--- src/hw/snes_mem_pkg.sv ---
////////////////////////////////////////
// SNES memory front end shared types
// Address widths, WRAM placement and the
// 16-bit word seen as bytes
////////////////////////////////////////

package snes_mem_pkg;

    // Byte address of the shared store space
    localparam int CPU_ADDR_W = 23;

    // Word address, one bit less than the byte address
    localparam int WORD_ADDR_W = CPU_ADDR_W - 1;

    localparam int WRAM_ADDR_W = 17;    // 128KB of WRAM

    // WRAM lives at banks 7E-7F of the store
    localparam logic [CPU_ADDR_W-WRAM_ADDR_W-1:0] WRAM_PREFIX = 6'b11_1111;

    localparam int DS_W = 2;            // Byte lanes per word

    // Store word, read whole or one byte at a time
    typedef union packed {
        logic [15:0] word;
        struct packed {
            logic [7:0] hi;             // Odd byte address
            logic [7:0] lo;             // Even byte address
        } b;
    } mem_word_t;

endpackage

--- src/hw/mem_chan_if.sv ---
////////////////////////////////////////
// Word channel to the store
// Toggle req/ack, pending while they differ
////////////////////////////////////////

`timescale 1ns/100ps

interface mem_chan_if;
    import snes_mem_pkg::*;

    logic [WORD_ADDR_W-1:0] addr;
    logic [15:0]            wdata;
    logic [DS_W-1:0]        ds;     // Byte lane select
    logic                   we;
    logic                   req;
    logic                   ack;
    mem_word_t              rdata;

    modport master (output addr, wdata, ds, we, req, input ack, rdata);

    modport slave (input addr, wdata, ds, we, req, output ack, rdata);

endinterface

--- src/hw/cpu_port_arbiter.sv ---
////////////////////////////////////////
// CPU port arbiter
// Turns ROM and WRAM bus strobes into
// store requests and steers read data
////////////////////////////////////////

`timescale 1ns/100ps

module cpu_port_arbiter (
    input  logic                                 mclk,
    input  logic                                 resetn,
    input  logic                                 loading,
    input  logic                                 wr_strb,
    input  logic [snes_mem_pkg::WORD_ADDR_W-1:0] wr_addr,
    input  logic [15:0]                          wr_data,
    input  logic [23:0]                          rom_addr,
    input  logic                                 rom_ce_n,
    input  logic                                 rom_word,
    input  logic [snes_mem_pkg::WRAM_ADDR_W-1:0] wram_addr,
    input  logic                                 wram_ce_n,
    input  logic                                 wram_rd_n,
    input  logic                                 wram_we_n,
    input  logic [7:0]                           wram_d,
    output logic [15:0]                          rom_q,
    output logic [7:0]                           wram_q,
    mem_chan_if.master                           cpu_ch
);
    import snes_mem_pkg::*;

    logic                   wram_rd;
    logic                   wram_wr;
    logic                   wram_rd_r;
    logic                   wram_wr_r;
    logic [WRAM_ADDR_W-2:0] wram_sd;    // Word address of last WRAM access
    logic [23:0]            rom_sd;     // Byte address of last ROM read
    logic                   rom_sd_vld;
    logic                   ld_pend;    // Loader write lost to WRAM
    logic                   wram_go;
    logic                   ld_go;
    logic                   rom_go;
    logic                   tag;        // 1 for WRAM
    logic                   rd_issue;
    logic                   cap_en;
    logic                   cap_port;
    mem_word_t              rom_cap;
    mem_word_t              wram_cap;

    assign wram_rd = ~wram_ce_n & ~wram_rd_n;
    assign wram_wr = ~wram_ce_n & ~wram_we_n;

    assign wram_go = (wram_rd & (~wram_rd_r | wram_addr[WRAM_ADDR_W-1:1] != wram_sd))
                   | (wram_wr & ~wram_wr_r);
    assign ld_go   = wr_strb | ld_pend;
    assign rom_go  = ~loading & ~rom_ce_n & (~rom_sd_vld | rom_addr != rom_sd);

    always_ff @(posedge mclk) begin
        if (!resetn) begin
            cpu_ch.req <= 1'b0;
            wram_rd_r  <= 1'b0;
            wram_wr_r  <= 1'b0;
            ld_pend    <= 1'b0;
            rom_sd_vld <= 1'b0;
            rd_issue   <= 1'b0;
            cap_en     <= 1'b0;
        end else begin
            wram_rd_r <= wram_rd;
            wram_wr_r <= wram_wr;
            rd_issue  <= 1'b0;
            cap_en    <= rd_issue;          // Data lands one edge after issue
            cap_port  <= tag;
            if (wram_go) begin
                cpu_ch.req   <= ~cpu_ch.req;
                cpu_ch.addr  <= {WRAM_PREFIX, wram_addr[WRAM_ADDR_W-1:1]};
                cpu_ch.wdata <= {wram_d, wram_d};
                cpu_ch.ds    <= {wram_addr[0], ~wram_addr[0]};
                cpu_ch.we    <= wram_wr;
                wram_sd      <= wram_addr[WRAM_ADDR_W-1:1];
                tag          <= 1'b1;
                rd_issue     <= ~wram_wr;
                ld_pend      <= ld_pend | wr_strb;
            end else if (ld_go) begin
                cpu_ch.req   <= ~cpu_ch.req;
                cpu_ch.addr  <= wr_addr;
                cpu_ch.wdata <= wr_data;
                cpu_ch.ds    <= 2'b11;
                cpu_ch.we    <= 1'b1;
                tag          <= 1'b0;
                ld_pend      <= 1'b0;
                rom_sd_vld   <= 1'b0;           // Force a fresh ROM read later
            end else if (rom_go) begin
                cpu_ch.req   <= ~cpu_ch.req;
                cpu_ch.addr  <= rom_addr[CPU_ADDR_W-1:1];
                cpu_ch.ds    <= 2'b11;
                cpu_ch.we    <= 1'b0;
                rom_sd       <= rom_addr;
                rom_sd_vld   <= 1'b1;
                tag          <= 1'b0;
                rd_issue     <= 1'b1;
            end
        end
    end

    always_ff @(posedge mclk) begin
        if (cap_en) begin
            if (cap_port)
                wram_cap <= cpu_ch.rdata;
            else
                rom_cap <= cpu_ch.rdata;
        end
    end

    // Byte accesses at odd addresses come back swapped
    assign rom_q  = (rom_word || !rom_addr[0]) ? rom_cap.word
                                               : {rom_cap.b.lo, rom_cap.b.hi};
    assign wram_q = wram_addr[0] ? wram_cap.b.hi : wram_cap.b.lo;

endmodule

--- src/flat_wrapper.sv ---
// flat-port wrapper written by rule: the top's interface ports become plain ports
module cpu_port_arbiter_flat import snes_mem_pkg::*;
  (mclk, resetn, loading, wr_strb, wr_addr, wr_data, rom_addr, rom_ce_n, rom_word, wram_addr, wram_ce_n, wram_rd_n, wram_we_n, wram_d, rom_q, wram_q, cpu_ch_addr, cpu_ch_wdata, cpu_ch_ds, cpu_ch_we, cpu_ch_req, cpu_ch_ack, cpu_ch_rdata);
  mem_chan_if cpu_ch_i ();
  input  logic mclk;
  input  logic resetn;
  input  logic loading;
  input  logic wr_strb;
  input  logic [snes_mem_pkg::WORD_ADDR_W-1:0] wr_addr;
  input  logic [15:0] wr_data;
  input  logic [23:0] rom_addr;
  input  logic rom_ce_n;
  input  logic rom_word;
  input  logic [snes_mem_pkg::WRAM_ADDR_W-1:0] wram_addr;
  input  logic wram_ce_n;
  input  logic wram_rd_n;
  input  logic wram_we_n;
  input  logic [7:0] wram_d;
  output logic [15:0] rom_q;
  output logic [7:0] wram_q;
  output wire logic [$bits(cpu_ch_i.addr)-1:0] cpu_ch_addr;
  output wire logic [$bits(cpu_ch_i.wdata)-1:0] cpu_ch_wdata;
  output wire logic [$bits(cpu_ch_i.ds)-1:0] cpu_ch_ds;
  output wire logic [$bits(cpu_ch_i.we)-1:0] cpu_ch_we;
  output wire logic [$bits(cpu_ch_i.req)-1:0] cpu_ch_req;
  input wire logic [$bits(cpu_ch_i.ack)-1:0] cpu_ch_ack;
  input wire logic [$bits(cpu_ch_i.rdata)-1:0] cpu_ch_rdata;
  assign cpu_ch_addr = cpu_ch_i.addr;
  assign cpu_ch_wdata = cpu_ch_i.wdata;
  assign cpu_ch_ds = cpu_ch_i.ds;
  assign cpu_ch_we = cpu_ch_i.we;
  assign cpu_ch_req = cpu_ch_i.req;
  assign cpu_ch_i.ack = cpu_ch_ack;
  assign cpu_ch_i.rdata = cpu_ch_rdata;
  cpu_port_arbiter u_core (.mclk(mclk), .resetn(resetn), .loading(loading), .wr_strb(wr_strb), .wr_addr(wr_addr), .wr_data(wr_data), .rom_addr(rom_addr), .rom_ce_n(rom_ce_n), .rom_word(rom_word), .wram_addr(wram_addr), .wram_ce_n(wram_ce_n), .wram_rd_n(wram_rd_n), .wram_we_n(wram_we_n), .wram_d(wram_d), .rom_q(rom_q), .wram_q(wram_q), .cpu_ch(cpu_ch_i));
endmodule
--- config.mk ---
export PLATFORM = sky130hd
export DESIGN_NAME = cpu_port_arbiter_flat
export DESIGN_NICKNAME = d
export VERILOG_FILES = /design/src/hw/snes_mem_pkg.sv /design/src/hw/mem_chan_if.sv /design/src/hw/cpu_port_arbiter.sv /design/src/flat_wrapper.sv
export SDC_FILE = /design/constraint.sdc
export NUM_CORES = 1
export LEC_CHECK = 0
export BUFFER_PORTS_ARGS = -buffer_cell sky130_fd_sc_hd__buf_2
export CAP_MARGIN = 30
export CELL_PAD_IN_SITES_DETAIL_PLACEMENT = 0
export CELL_PAD_IN_SITES_GLOBAL_PLACEMENT = 1
export CORE_UTILIZATION = 43
export DETAILED_ROUTE_END_ITERATION = 12
export GPL_TIMING_DRIVEN = 1
export PLACE_DENSITY_LB_ADDON = 0.08
export SLEW_MARGIN = 40
export SYNTH_ARGS = -nofsm -noshare
export SYNTH_HDL_FRONTEND = slang
export SYNTH_SLANG_ARGS = --single-unit
--- constraint.sdc ---
create_clock -name mclk -period 4.6 [get_ports mclk]
set_input_delay 0.46 -clock mclk [delete_from_list [all_inputs] [get_ports mclk]]
set_output_delay 0.46 -clock mclk [all_outputs]
set_load 0.05 [all_outputs]
### Word-level counts from Yosys, hierarchy flattened

Cells that the tools add are included.
W data, S select, Z words.

| word-level totals | value |
|---|---|
| flip-flop bits (word level) | 122 |
| bits in latches | 0 |
| RAM bits | 0 |
| ROM bits | 0 |
| input bits | 113 |
| output and inout port bits | 66 |
| word-level logic and storage cells | 80 |
| memories | 0 |

| cells by class | value |
|---|---|
| add/subtract/negate cells | 0 |
| multipliers | 0 |
| divide/modulo/power cells | 0 |
| $lt $le $gt $ge | 0 |
| equal/unequal tests | 2 |
| shift-type cells | 0 |
| multiplexer cells | 24 |
| bitwise operators | 24 |
| reduce and logical (&&, ||, !) cells | 12 |

Operator list:

| operator | number |
|---|---|
| $mux W16 | 4 |
| $mux W22 | 2 |
| $ne A24 B24 Y1 | 1 |
| $ne A16 B16 Y1 | 1 |
| $mux W1 | 14 |
| $not A1 Y1 | 14 |
| $reduce_and A2 Y1 | 6 |
| $mux W8 | 1 |
| $and A1 B1 Y1 | 6 |
| $mux W2 | 3 |
| $or A1 B1 Y1 | 4 |
| $reduce_and A4 Y1 | 1 |
| $reduce_bool A2 Y1 | 2 |
| $reduce_bool A3 Y1 | 1 |
| $logic_not A1 Y1 | 1 |
| $logic_or A1 B1 Y1 | 1 |

### Logic depth before layout (Yosys ltp)

Gate-level depths: netlist of run 1.

| logic depth | value |
|---|---|
| depth after elaboration | 6 |
| mapped depth | 8 |
| depth with buffers taken out | 6 |

### Least setup slack after synthesis of run 1

Ideal clock, no wire load.

| timing | value |
|---|---|
| path kind | in2reg |
| from | input wram_we_n |
| to | register u_core.cpu_ch.addr[0], enable pin |
| library setup time | 0.412 ns |
| data arrival time | 2.487 ns |
| required time | 4.188 ns |
| slack | 1.701 ns |
| stages | 5 |
| buffers on the path | 0 |
| cells stage by stage | or2_1 -> a21o_1 -> a31oi_4 -> nor4_4 -> nor2b_1 |

| on the way | value |
|---|---|
| cells in the longest elaborated chain, start to end | 6 |

Ends and longest elaborated chain:

| element | line | RTL |
|---|---|---|
| start: declaration | flat_wrapper.sv:17 | `input logic wram_we_n;` |
| $not A1 Y1 | cpu_port_arbiter.sv:49 | `assign wram_wr = ~wram_ce_n & ~wram_we_n;` |
| $and A1 B1 Y1 | cpu_port_arbiter.sv:49 |  |
| $and A1 B1 Y1 | cpu_port_arbiter.sv:52 | `\| (wram_wr & ~wram_wr_r);` |
| $or A1 B1 Y1 | cpu_port_arbiter.sv:52 |  |
| $reduce_bool A3 Y1 (no line) | - |  |
| $reduce_and A2 Y1 (no line) | - |  |
| end signal: assignment | cpu_port_arbiter.sv:73 | `cpu_ch.addr <= {WRAM_PREFIX, wram_addr[WRAM_ADDR_W-1:1]};` |
| end signal: assignment | cpu_port_arbiter.sv:83 | `cpu_ch.addr <= wr_addr;` |
| end signal: assignment | cpu_port_arbiter.sv:92 | `cpu_ch.addr <= rom_addr[CPU_ADDR_W-1:1];` |
| end: declaration | mem_chan_if.sv:19 | `modport master (output addr, wdata, ds, we, req, input ack, rdata);` |

No other way between the ends.
A chain may end at the register's enable or synchronous reset.

### Worst setup path in the final report of run 1

| timing | value |
|---|---|
| from | register u_core.wram_sd[15] |
| to | register u_core.cpu_ch.wdata[9], data pin |

| on the way | value |
|---|---|
| cells in the longest elaborated chain, start to end | 5 |

Ends and longest elaborated chain:

| element | line | RTL |
|---|---|---|
| start: declaration | cpu_port_arbiter.sv:34 | `logic [WRAM_ADDR_W-2:0] wram_sd;` |
| start signal: assignment | cpu_port_arbiter.sv:77 | `wram_sd <= wram_addr[WRAM_ADDR_W-1:1];` |
| $ne A16 B16 Y1 | cpu_port_arbiter.sv:51 | `assign wram_go = (wram_rd & (~wram_rd_r \| wram_addr[WRAM_ADDR_W-1:1] != wram_sd))` |
| $or A1 B1 Y1 | cpu_port_arbiter.sv:51 |  |
| $and A1 B1 Y1 | cpu_port_arbiter.sv:51 |  |
| $or A1 B1 Y1 | cpu_port_arbiter.sv:52 |  |
| $mux W16 | cpu_port_arbiter.sv:71 | `if (wram_go) begin` |
| end signal: assignment | cpu_port_arbiter.sv:74 | `cpu_ch.wdata <= {wram_d, wram_d};` |
| end signal: assignment | cpu_port_arbiter.sv:84 | `cpu_ch.wdata <= wr_data;` |
| end: declaration | mem_chan_if.sv:19 |  |

No other way between the ends.

==> summary.md, run 1 <==
| Metric | Value |
|---|---|
| Comb pwr share | `13.4%` |
| Min Clock Period, post-route | `2.57 ns` |
| Synth Area in Simple Gates | `9.91%` |
| Post-synth EDFFs | `115` |
| 1st-pass router iterations | `4` |
| Drt total wl | `11000 um` |
| Skew-Pair Late Insertion Delay | `0.41 ns` |
| Worst EP required | `4.75 ns` |
| Hold Path Class | `in -> reg` |
| Post-DR wirelength/cell | `15.6 um` |
| P_int | `2.18 mW` |
| FF+latch area | `3590 um2` |
| Cts hold-fix bufs | `0` |
| Largest net degree at the start of global routing | `47` |
| Worst-path cell chain | `xor2_1 > nor4_1 > and3_1 > a31oi_4 > buf_4 > mux2_4` |
| Post-CTS Setup Inserts | `0` |
| CP top delay family | `buffers and inverters` |
| Clock Sinks | `122` |
| Net Sw Frac | `24.3%` |
| Core ar. | `12000 um2` |
| Compound-Gate Fraction of Synth Area | `3.74%` |
| Hold violation count in the final report | `0` |
| Routability Congestion | `0.748` |
| Setup tns final | `0 ns` |
| Clock Path Buffers | `2` |
| #FFs+latches synth | `122` |
| Number of fill cells | `989` |
| Dpl ws | `1.79 ns` |
| Final nets | `655` |
| Rows | `40` |
| Root Buffer Master | `clkbuf_16` |
| Synth top area cells | `edfxtp_1 66%, xnor2_1 6.0%, nand2_1 4.8%` |
| PortBufs | `177` |
| Metal1 wirelength | `4600 um` |
| Async S/R FF share, synth | `0%` |
| Critical path peak fanout | `46` |
| Max IR drop VDD | `270 uV` |
| Clk slew on worst S/H paths | `0.05 ns` |
| CP Capture Type | `flop` |
| Clk_skew | `0.00840 ns` |
| N_diodes | `0` |
| Max Clk Rate | `0.389 GHz` |
| Met2 wire len | `5480 um` |
| Synth top area share | `65.7%` |
| Die Ht | `113 um` |
| RSZ-0062 raised after global routing | `false` |
| Switching power | `0.699 mW` |
| Initial antenna violation count | `0` |
| Slew headroom | `48.4%` |
| Total GRT Usage | `18.7%` |
| Max-cap violations | `0` |
| Final period utilization | `55.8%` |
| Die ar. | `12700 um2` |
| Flop pwr share | `44.6%` |
| Drc violations | `0` |
| Setup Viol. Count Final | `0` |
| H-tree levels | `4` |
| CTS tree | `yes` |
| Post-synth top cells | `115 x edfxtp_1, 67 x nand2_1, 36 x xnor2_1` |
| Post-Syn Instances | `356` |
| Final core occ | `57.3%` |
| Initial Util | `43.9%` |
| WHS | `0.244 ns` |
| Routed vias | `3451` |
| Design area | `6850 um2` |
| Crit-path max cell delay | `0.60 ns` |
| Main combinational cell family by area after synthesis | `simple AND/OR/NAND/NOR gates` |
| Cell variety after synth | `34` |
| Starting DRT DRC Count | `171` |
| Synthesized Nets | `469` |
| Outcome | `completed` |
| Top sig layer | `met4` |
| Crit Path Category | `reg -> reg` |
| Vias in the first global route | `3377` |
| Top-count cell post-synth | `edfxtp_1` |
| Critical Path AT | `2.72 ns` |
| Sequential area share after synthesis | `68.4%` |
| Synth area leader | `edfxtp_1` |
| Area delta synth->final | `30.5%` |
| Post-detailed-route count of antenna-violating nets | `0` |
| DR WL met3 | `703 um` |
| Adder-Cell Fraction of Synth Area | `0%` |
| P_leak | `2.78 nW` |
| I/O pin cnt | `179` |
| Synth Flop Type | `edfxtp_1` |
| Mapped cell area | `5250 um2` |
| Slowest CP cell | `buf_4` |
| Pwr Total | `2.88 mW` |
| Power density over the cells | `420 nW/um2` |
| Synthesized area per cell | `14.8 um2` |
| Layout cells sized above 1 | `42.3%` |
| PnR worst setup slack | `2.03 ns` |
| Slew at the pin with the worst max-slew slack | `0.775 ns` |
| HPWL Detailed | `7870 um` |
| Non-filler cells, final | `702` |
| First-pass GRT wire length | `17300 um` |
| Post-synthesis mux area share | `9.53%` |
| Xor/xnor share of the synthesized area | `6.67%` |
| Die width | `113 um` |
| Multi-input logic area | `1590 um2` |
| CTS-repair resized insts | `0` |
| Placed insts | `670` |
| CP startpoint kind | `flop` |
| Dpl cell area | `6310 um2` |
| Slew Limit Fails | `0` |
| Vias per std cell | `4.92` |
| Grt total ovfl | `0` |
| Clock Power Share | `42.0%` |
| Synth Warn # | `0` |
| Worst path bufs/invs | `1` |
| CTS Buf Count | `17` |
per-layer routing:
layer | GRT usage [%] | vias up
met5 | 0 | -
met4 | 8.27 | 0
met3 | 6.80 | 15
met2 | 30.9 | 123
met1 | 21.9 | 1643
li1 | - | 1670
layout by cell type, fill, tap and decap left out, drive strengths merged:
master,netlist,final
buf,5,182
edfxtp,115,115
nand2,67,67
xnor2,36,36
mux2,24,24
clkbuf,10,20
mux2i,17,17
o21ai,16,16
nor2b,12,12
clkinv,0,8
nand4,7,7
dfxtp,7,7
a211o,6,6
nand2b,4,4
xor2,4,4
and2,4,4
nor2,4,4
nor4,3,3
nor3,3,3
nand3,2,2
bufinv,0,2
clkinvlp,0,2
or2,1,1
and3,1,1
a21o,1,1
a31oi,1,1
a211oi,1,1
and3b,1,1
inv,1,1
a2111oi,1,1
o21a,1,1
o221a,1,1
worst paths after layout:
kind,endpoint,slack [ns],cells after the start,start
setup reg to reg,u_core.cpu_ch.wdata[9]$_DFFE_PP_,2.03,6,u_core.wram_sd[15]$_DFFE_PP_
hold reg to reg,u_core.cap_port$_DFFE_PP_,0.42,0,u_core.tag$_SDFFCE_PP1P_
setup / recovery,u_core.cpu_ch.wdata[9]$_DFFE_PP_,2.03,6,u_core.wram_sd[15]$_DFFE_PP_
hold / removal,u_core.wram_wr_r$_SDFF_PN0_,0.24,2,wram_we_n
power by group through the flow:
stage | Sequential, mW | Combinational [mW] | Clock [mW]
2_1_floorplan | 1.41 | 0.160 | 0
3_3_place_gp | 1.30 | 0.379 | 0
3_5_place_dp | 1.31 | 0.390 | 0
4_1_cts | 1.29 | 0.391 | 1.24
5_1_grt | 1.29 | 0.414 | 1.28
6_report | 1.29 | 0.385 | 1.21
final cells by class:
class                      count  area share [%]
clock inverter                12            1.55
tap                          147            2.68
multi-input combinational    218            23.1
clock buffer                  20            6.37
sequential                   122            52.4
timing repair buffer         182            13.8
inverter                       1          0.0548
registers in the layout, summed over array words and instances, names as in the netlist, 2 cells and up:
name and flops:
u_core.cpu_ch.wdata 16, u_core.wram_sd 16, u_core.wram_cap 16, u_core.rom_cap 16, u_core.cpu_ch.addr 22, u_core.cpu_ch.ds 2, u_core.rom_sd 24
kinds of logic (layout without fill, tap and decap cells):
kind of cell	Yosys count	after routing
multiplexers	41	41
AO/OA/AOI/OAI	28	28
XOR/XNOR	40	40
flip-flops	122	122
buffers and inverters	16	215
AND/OR/NAND/NOR	109	109
No activity file was read; power rests on OpenSTA's default activity.
==> run 2: changes to the inputs <==
--- a/config.mk
+++ b/config.mk
@@ -9,7 +9,7 @@
 export CAP_MARGIN = 30
 export CELL_PAD_IN_SITES_DETAIL_PLACEMENT = 0
 export CELL_PAD_IN_SITES_GLOBAL_PLACEMENT = 1
-export CORE_UTILIZATION = 43
+export CORE_UTILIZATION = 36
 export DETAILED_ROUTE_END_ITERATION = 12
 export GPL_TIMING_DRIVEN = 1
 export PLACE_DENSITY_LB_ADDON = 0.08
==> constraint.sdc (replaced) <==
create_clock -name mclk -period 2.2 [get_ports mclk]
set_input_delay 0.22 -clock mclk [delete_from_list [all_inputs] [get_ports mclk]]
set_output_delay 0.22 -clock mclk [all_outputs]
set_load 0.05 [all_outputs]
==> summary.md, run 2 (synthesis gave the netlist of run 1 again) <==
| Metric | Value |
|---|---|
| Crit-path max cell delay | `0.40 ns (-0.20 ns)` |
| Design area | `7360 um2 (+7.3%)` |
| Die Ht | `123 um (+9.1%)` |
| Setup Viol. Count Final | `0 (unchanged)` |
| First-pass GRT wire length | `18100 um (+4.5%)` |
| Skew-Pair Late Insertion Delay | `0.41 ns (about the same)` |
| HPWL Detailed | `8510 um (+8.2%)` |
| RSZ-0062 raised after global routing | `true` |
| Max Clk Rate | `0.468 GHz (+20%)` |
| Max reg flops | `24 (unchanged)` |
| Clk slew on worst S/H paths | `0.05 ns (about the same)` |
| Top Registers | `u_core.rom_sd x24, u_core.cpu_ch.addr x22` |
| Final period utilization | `97.0% (+41 points)` |
| Worst-path cell chain | `xnor2_1 > nand4_1 > nor3_4 > a31oi_4 > buf_6 > and3b_2 > and2_4 > buf_12` |
| Final nets | `699 (+6.7%)` |
| Min Clock Period, post-route | `2.13 ns (-0.433 ns)` |
| CP Capture Type | `flop` |
| Slowest CP cell | `edfxtp_1` |
| I/O pin cnt | `179 (unchanged)` |
| Hold violation count in the final report | `0 (unchanged)` |
| Largest net degree at the start of global routing | `33 (-30%)` |
| Number of fill cells | `1228 (+24%)` |
| Clock Sinks | `122 (unchanged)` |
| Most common cell after layout, fill and taps aside | `buf_2` |
| Vias in the first global route | `3542 (+4.9%)` |
| Total GRT Usage | `16.5% (-2.1 points)` |
| Initial Util | `37.4% (-6.5 points)` |
| Post-DR wirelength/cell | `15.4 um (-1.8%)` |
| Grt total ovfl | `0 (unchanged)` |
| 1st-pass router iterations | `4 (unchanged)` |
| Slew at the pin with the worst max-slew slack | `0.611 ns (-0.163 ns)` |
| Hold Path Class | `in -> reg` |
| Layout cells sized above 1 | `45.3% (+3.0 points)` |
| Crit Path Category | `reg -> reg` |
| Clk_skew | `0.00764 ns (-0.000759 ns)` |
| Placed insts | `729 (+8.8%)` |
| WHS | `0.0214 ns (-0.222 ns)` |
| Setup tns final | `0 ns (unchanged)` |
| Core ar. | `14000 um2 (+17%)` |
| Rows | `43 (+7.5%)` |
| Power density over the cells | `833 nW/um2 (+98%)` |
| Final core occ | `52.4% (-4.9 points)` |
| Non-filler cells, final | `779 (+11%)` |
| Max IR drop VDD | `391 uV (+45%)` |
| Max-cap violations | `0 (unchanged)` |
| Dpl cell area | `6590 um2 (+4.3%)` |
| Commonest non-fill, non-tap cells in the layout | `177 x buf_2, 115 x edfxtp_1, 67 x nand2_1` |
| PortBufs | `177 (unchanged)` |
| Starting DRT DRC Count | `149 (-13%)` |
| Initial antenna violation count | `2 (+2)` |
| Routability Congestion | `0.719 (-3.9%)` |
| Critical path peak fanout | `11 (-76%)` |
| Drc violations | `0 (unchanged)` |
| Die width | `123 um (+9.1%)` |
| Slew headroom | `59.2% (+11 points)` |
| H-tree levels | `4 (unchanged)` |
| Critical Path AT | `2.25 ns (-0.47 ns)` |
| CTS tree | `yes` |
| Routed vias | `3575 (+3.6%)` |
| CTS Buf Count | `17 (unchanged)` |
| Slew Limit Fails | `0 (unchanged)` |
| Area delta synth->final | `40.0%` |
| CP startpoint kind | `flop` |
| Post-detailed-route count of antenna-violating nets | `0 (unchanged)` |
| Drt total wl | `12000 um (+9.0%)` |
| Root Buffer Master | `clkbuf_16` |
| P_leak | `3.04 nW (+9.1%)` |
| Top reg by flops | `u_core.rom_sd` |
| Outcome | `completed` |
| Worst EP required | `2.32 ns (-2.43 ns)` |
| Die ar. | `15100 um2 (+19%)` |
| Vias per std cell | `4.59 (-6.6%)` |
| Clock Path Buffers | `2 (unchanged)` |
## run 2: cell count changes in the layout (fill, tap and decap cells not counted), sizes merged
cell,delta
buf,+27
clkinvlp,-2
diode,+1
clkinv,+3
clkbuf,-1
dlygate4sd3,+16
## run 2: repair_timing
item                                   4_1_cts  5_1_grt
setup buffers                                2        0
pin swaps                                    5        2
gates resized for setup                      5        5
setup endpoints to repair                   74       82
hold buffers                                16        0
endpoints found under the hold margin       30        0
## run 2: per-layer routing
layer	vias up	routed length, um	GRT usage, %
li1	1755	-	-
met1	1662	5140	20.0
met2	138	5600	26.1
met3	18	985	6.04
met4	2	225	7.85
met5	-	13	0
## run 2: path summary, 6_finish.rpt
check | to | slack [ns] | cells after the start | from
max | u_core.rom_sd[8]$_DFFE_PP_ | 0.07 | 8 | u_core.wram_sd[0]$_DFFE_PP_
min | u_core.rom_cap[3]$_DFFE_PP_ | 0.02 | 1 | cpu_ch_rdata[3]
min reg2reg | u_core.cap_port$_DFFE_PP_ | 0.42 | 0 | u_core.tag$_SDFFCE_PP1P_
max reg2reg | u_core.rom_sd[8]$_DFFE_PP_ | 0.07 | 8 | u_core.wram_sd[0]$_DFFE_PP_
## run 2: layout make-up
| type | instances | area [um2] | share of cell area (%) |
|---|---|---|---|
| Timing Repair Buffer | 226 | 1370 | 18.7 |
| Inverter | 1 | 3.75 | 0.0510 |
| Sequential cell | 122 | 3590 | 48.9 |
| Multi-Input combinational cell | 218 | 1620 | 22.0 |
| Clock buffer | 18 | 429 | 5.83 |
| Tap cell | 180 | 225 | 3.06 |
| Clock inverter | 13 | 110 | 1.50 |
| Antenna cell | 1 | 2.50 | 0.0340 |
## run 2: where the power goes
part           switching [mW]  internal (mW)  leakage [nW]  total (mW)
Sequential             0.0258           2.66          1.12        2.68
Combinational           0.553          0.334          1.64       0.886
Clock                   0.932           1.62         0.273        2.56
Total                    1.51           4.62          3.04        6.13
## run 2: stage by stage
step	worst slack [ns]	power, mW
floorplan	-0.0914	3.28
CTS	0.000242	6.20
global route	-0.0621	6.36
global placement	-0.0974	3.57
finish	0.0654	6.13
detailed placement	-0.0998	3.59
## run 2: critical path: cells and delay by family, from the launching register on
family | cells | cell delay (ns)
and+or+nand+nor | 4 | 0.79
DFF | 1 | 0.40
buffers and inverters | 2 | 0.28
xor gates and xnor gates | 1 | 0.20
AOI/OAI and AO/OA | 1 | 0.16
==> run 3: changes to the inputs <==
==> constraint.sdc (replaced) <==
create_clock -name mclk -period 2.2 [get_ports mclk]
set_input_delay 0.22 -clock mclk [delete_from_list [all_inputs] [get_ports mclk]]
set_output_delay 0.22 -clock mclk [all_outputs]
set_load 0.1 [all_outputs]
==> summary.md, run 3 (synthesis gave the netlist of run 1 again) <==
| Metric | Value |
|---|---|
| Routed vias | `3570 (-0.14%)` |
| CP startpoint kind | `flop` |
| Die Ht | `123 um (unchanged)` |
| Number of fill cells | `1218 (-0.81%)` |
| Max-cap violations | `0 (unchanged)` |
| CTS tree | `yes` |
| Slew at the pin with the worst max-slew slack | `0.626 ns (+0.0149 ns)` |
| Final nets | `701 (+0.29%)` |
| CP Capture Type | `flop` |
| Clock Path Buffers | `2 (unchanged)` |
| FF-to-FF Start | `u_core.wram_sd[4]$_DFFE_PP_` |
| Worst hold path depth | `1 (unchanged)` |
| Initial Util | `37.4% (unchanged)` |
| Clock Sinks | `122 (unchanged)` |
| Clk slew on worst S/H paths | `0.05 ns (about the same)` |
| Clock Power Share | `40.0% (-1.7 points)` |
| Die ar. | `15100 um2 (unchanged)` |
| N_diodes | `0 (-1)` |
| Dpl cell area | `6830 um2 (+3.8%)` |
| I/O pin cnt | `179 (unchanged)` |
| Switching power | `1.85 mW (+22%)` |
| First-pass GRT wire length | `18300 um (+1.0%)` |
| Min-delay src | `rom_addr[23]` |
| Root Buffer Master | `clkbuf_16` |
| Commonest non-fill, non-tap cells in the layout | `161 x buf_2, 115 x edfxtp_1, 67 x nand2_1` |
| Met2 Track Usage GR | `26.5% (+0.39 points)` |
| Total GRT Usage | `16.7% (+0.18 points)` |
| Met3 global-route usage | `5.72% (-0.33 points)` |
| Crit-path max cell delay | `0.37 ns (-0.03 ns)` |
| Flop pwr share | `41.2% (-2.6 points)` |
| Drt total wl | `12000 um (+0.19%)` |
| Busiest grt layer | `met2` |
| Max reg flops | `24 (unchanged)` |
| Met1 GRT Util | `20.6% (+0.63 points)` |
| CTS Buf Count | `17 (unchanged)` |
| Max Clk Rate | `0.458 GHz (-2.2%)` |
| Power density over the cells | `858 nW/um2 (+3.0%)` |
| Top reg by flops | `u_core.rom_sd` |
| Top Registers | `u_core.rom_sd x24, u_core.cpu_ch.addr x22` |
| Min Clock Period, post-route | `2.18 ns (+0.0480 ns)` |
| Slew Limit Fails | `0 (unchanged)` |
| Hold Path Class | `in -> reg` |
| Worst reg-to-reg setup slack | `0.02 ns (-0.05 ns)` |
| Critical Path AT | `2.31 ns (+0.06 ns)` |
| P_leak | `3.11 nW (+2.2%)` |
| Skew-Pair Late Insertion Delay | `0.41 ns (about the same)` |
| Vias per std cell | `4.57 (-0.40%)` |
| H-tree levels | `4 (unchanged)` |
| Post-DR wirelength/cell | `15.3 um (about the same)` |
| PortBufs | `177 (unchanged)` |
| Largest net degree at the start of global routing | `33 (unchanged)` |
| Worst-path cell chain | `xor2_1 > nor4_1 > and3_1 > a31oi_4 > buf_6 > and3b_1 > and2_4 > buf_12` |
| 1st-pass router iterations | `4 (unchanged)` |
| Initial antenna violation count | `0 (-2)` |
| Layout cells sized above 1 | `45.4% (+0.11 points)` |
| Comb pwr share | `18.8% (+4.3 points)` |
| Worst EP required | `2.32 ns (about the same)` |
| Slowest CP cell | `edfxtp_1` |
| Setup Viol. Count Final | `0 (unchanged)` |
| Core ar. | `14000 um2 (unchanged)` |
| Outcome | `completed` |
| RSZ-0062 raised after global routing | `true` |
| Slew headroom | `58.3% (-1.0 points)` |
| Placed insts | `730 (+0.14%)` |
| Hold violation count in the final report | `0 (unchanged)` |
| Grt total ovfl | `0 (unchanged)` |
| Starting DRT DRC Count | `116 (-22%)` |
| P_int | `4.67 mW (+1.1%)` |
| Pwr Total | `6.52 mW (+6.4%)` |
| Max IR drop VDD | `481 uV (+23%)` |
| Critical Path Source | `u_core.wram_sd[4]$_DFFE_PP_` |
| Final period utilization | `99.2% (+2.2 points)` |
| Final core occ | `54.1% (+1.7 points)` |
| Post-detailed-route count of antenna-violating nets | `0 (unchanged)` |
| Reg2reg end | `u_core.rom_sd[21]$_DFFE_PP_` |
| Vias in the first global route | `3611 (+1.9%)` |
| Drc violations | `0 (unchanged)` |
| Reg2reg path depth | `8 (unchanged)` |
| Critical path peak fanout | `13 (+2)` |
| Setup tns final | `0 ns (unchanged)` |
| WHS Endpoint | `u_core.rom_sd[23]$_DFFE_PP_` |
| Die width | `123 um (unchanged)` |
| Crit Path Category | `reg -> reg` |
| Design area | `7600 um2 (+3.3%)` |
| Area delta synth->final | `44.6%` |
| Rows | `43 (unchanged)` |
| Non-filler cells, final | `781 (+0.26%)` |
| HPWL Detailed | `8580 um (+0.75%)` |
| Routability Congestion | `0.727 (+1.0%)` |
| Clk_skew | `0.00430 ns (-0.00334 ns)` |
| Most common cell after layout, fill and taps aside | `buf_2` |
| Net Sw Frac | `28.3% (+3.7 points)` |
run 3: cell count changes in the layout (fill, tap and decap cells not counted), moves of 2 or more:
cell and delta:
buf_2 -16, buf_4 +3, clkinv_2 -2, buf_12 +15
clkinvlp_4 +5
run 3: metrics by stage:
| stage | hold WS (ns) | setup slack [ns] |
|---|---|---|
| final | 0.0160 | 0.0174 |
| after global routing | 0.00652 | -0.141 |
| after CTS | 0.000463 | 0.0145 |
| after detailed placement | 0.406 | -0.0820 |
| after global placement | 0.401 | -0.107 |
| after floorplan | 0.292 | -0.0914 |
run 3: final cells by class:
cell class	count	area, um2	area share [%]
flip-flops and latches	122	3590	47.3
repair buffers	228	1620	21.3
multi-input cells	218	1600	21.0
clock buffers	17	425	5.60
well taps	180	225	2.96
clock inverters	15	134	1.76
inverters	1	3.75	0.0494
run 3: power by group through the flow:
stage	clock (mW)	combinational [mW]	sequential, mW
6_report	2.61	1.22	2.68
5_1_grt	2.78	1.29	2.69
4_1_cts	2.68	1.23	2.68
3_5_place_dp	0	1.20	2.73
3_3_place_gp	0	1.18	2.73
2_1_floorplan	0	0.408	3.16
run 3: how the worst max path moves through the flow:
stage / depth (start not counted) / to / slack, ns
2_1_floorplan: 6 / u_core.cpu_ch.addr[0]$_DFFE_PP_ / -0.09
3_3_place_gp: 6 / u_core.cpu_ch.addr[4]$_DFFE_PP_ / -0.11
3_5_place_dp: 7 / u_core.wram_sd[9]$_DFFE_PP_ / -0.08
4_1_cts: 8 / u_core.rom_sd[1]$_DFFE_PP_ / 0.01
5_1_grt: 8 / u_core.rom_sd[21]$_DFFE_PP_ / -0.14
6_report: 8 / u_core.rom_sd[21]$_DFFE_PP_ / 0.02
run 3: repair_timing:
action / in CTS / in global routing
buffers inserted: 0 / 3
hold buffers: 15 / 1
setup endpoints to repair: 73 / 82
resized for setup: 5 / 1
endpoints found under the hold margin: 27 / 2
pin swaps: 3 / 3
run 3: worst max-delay path: cells and delay by family (launching register included):
family,cells,cell delay [ns]
AOI/OAI and AO/OA,1,0.13
xor gates and xnor gates,1,0.17
buffers and inverters,2,0.29
DFF,1,0.37
and+or+nand+nor,4,0.92
run 3: per-layer routing:
layer | wire length, um | part of all wire (%)
met3 | 1030 | 8.6
met1 | 5250 | 44
met4 | 231 | 1.9
met2 | 5470 | 46
met5 | 0 | 0
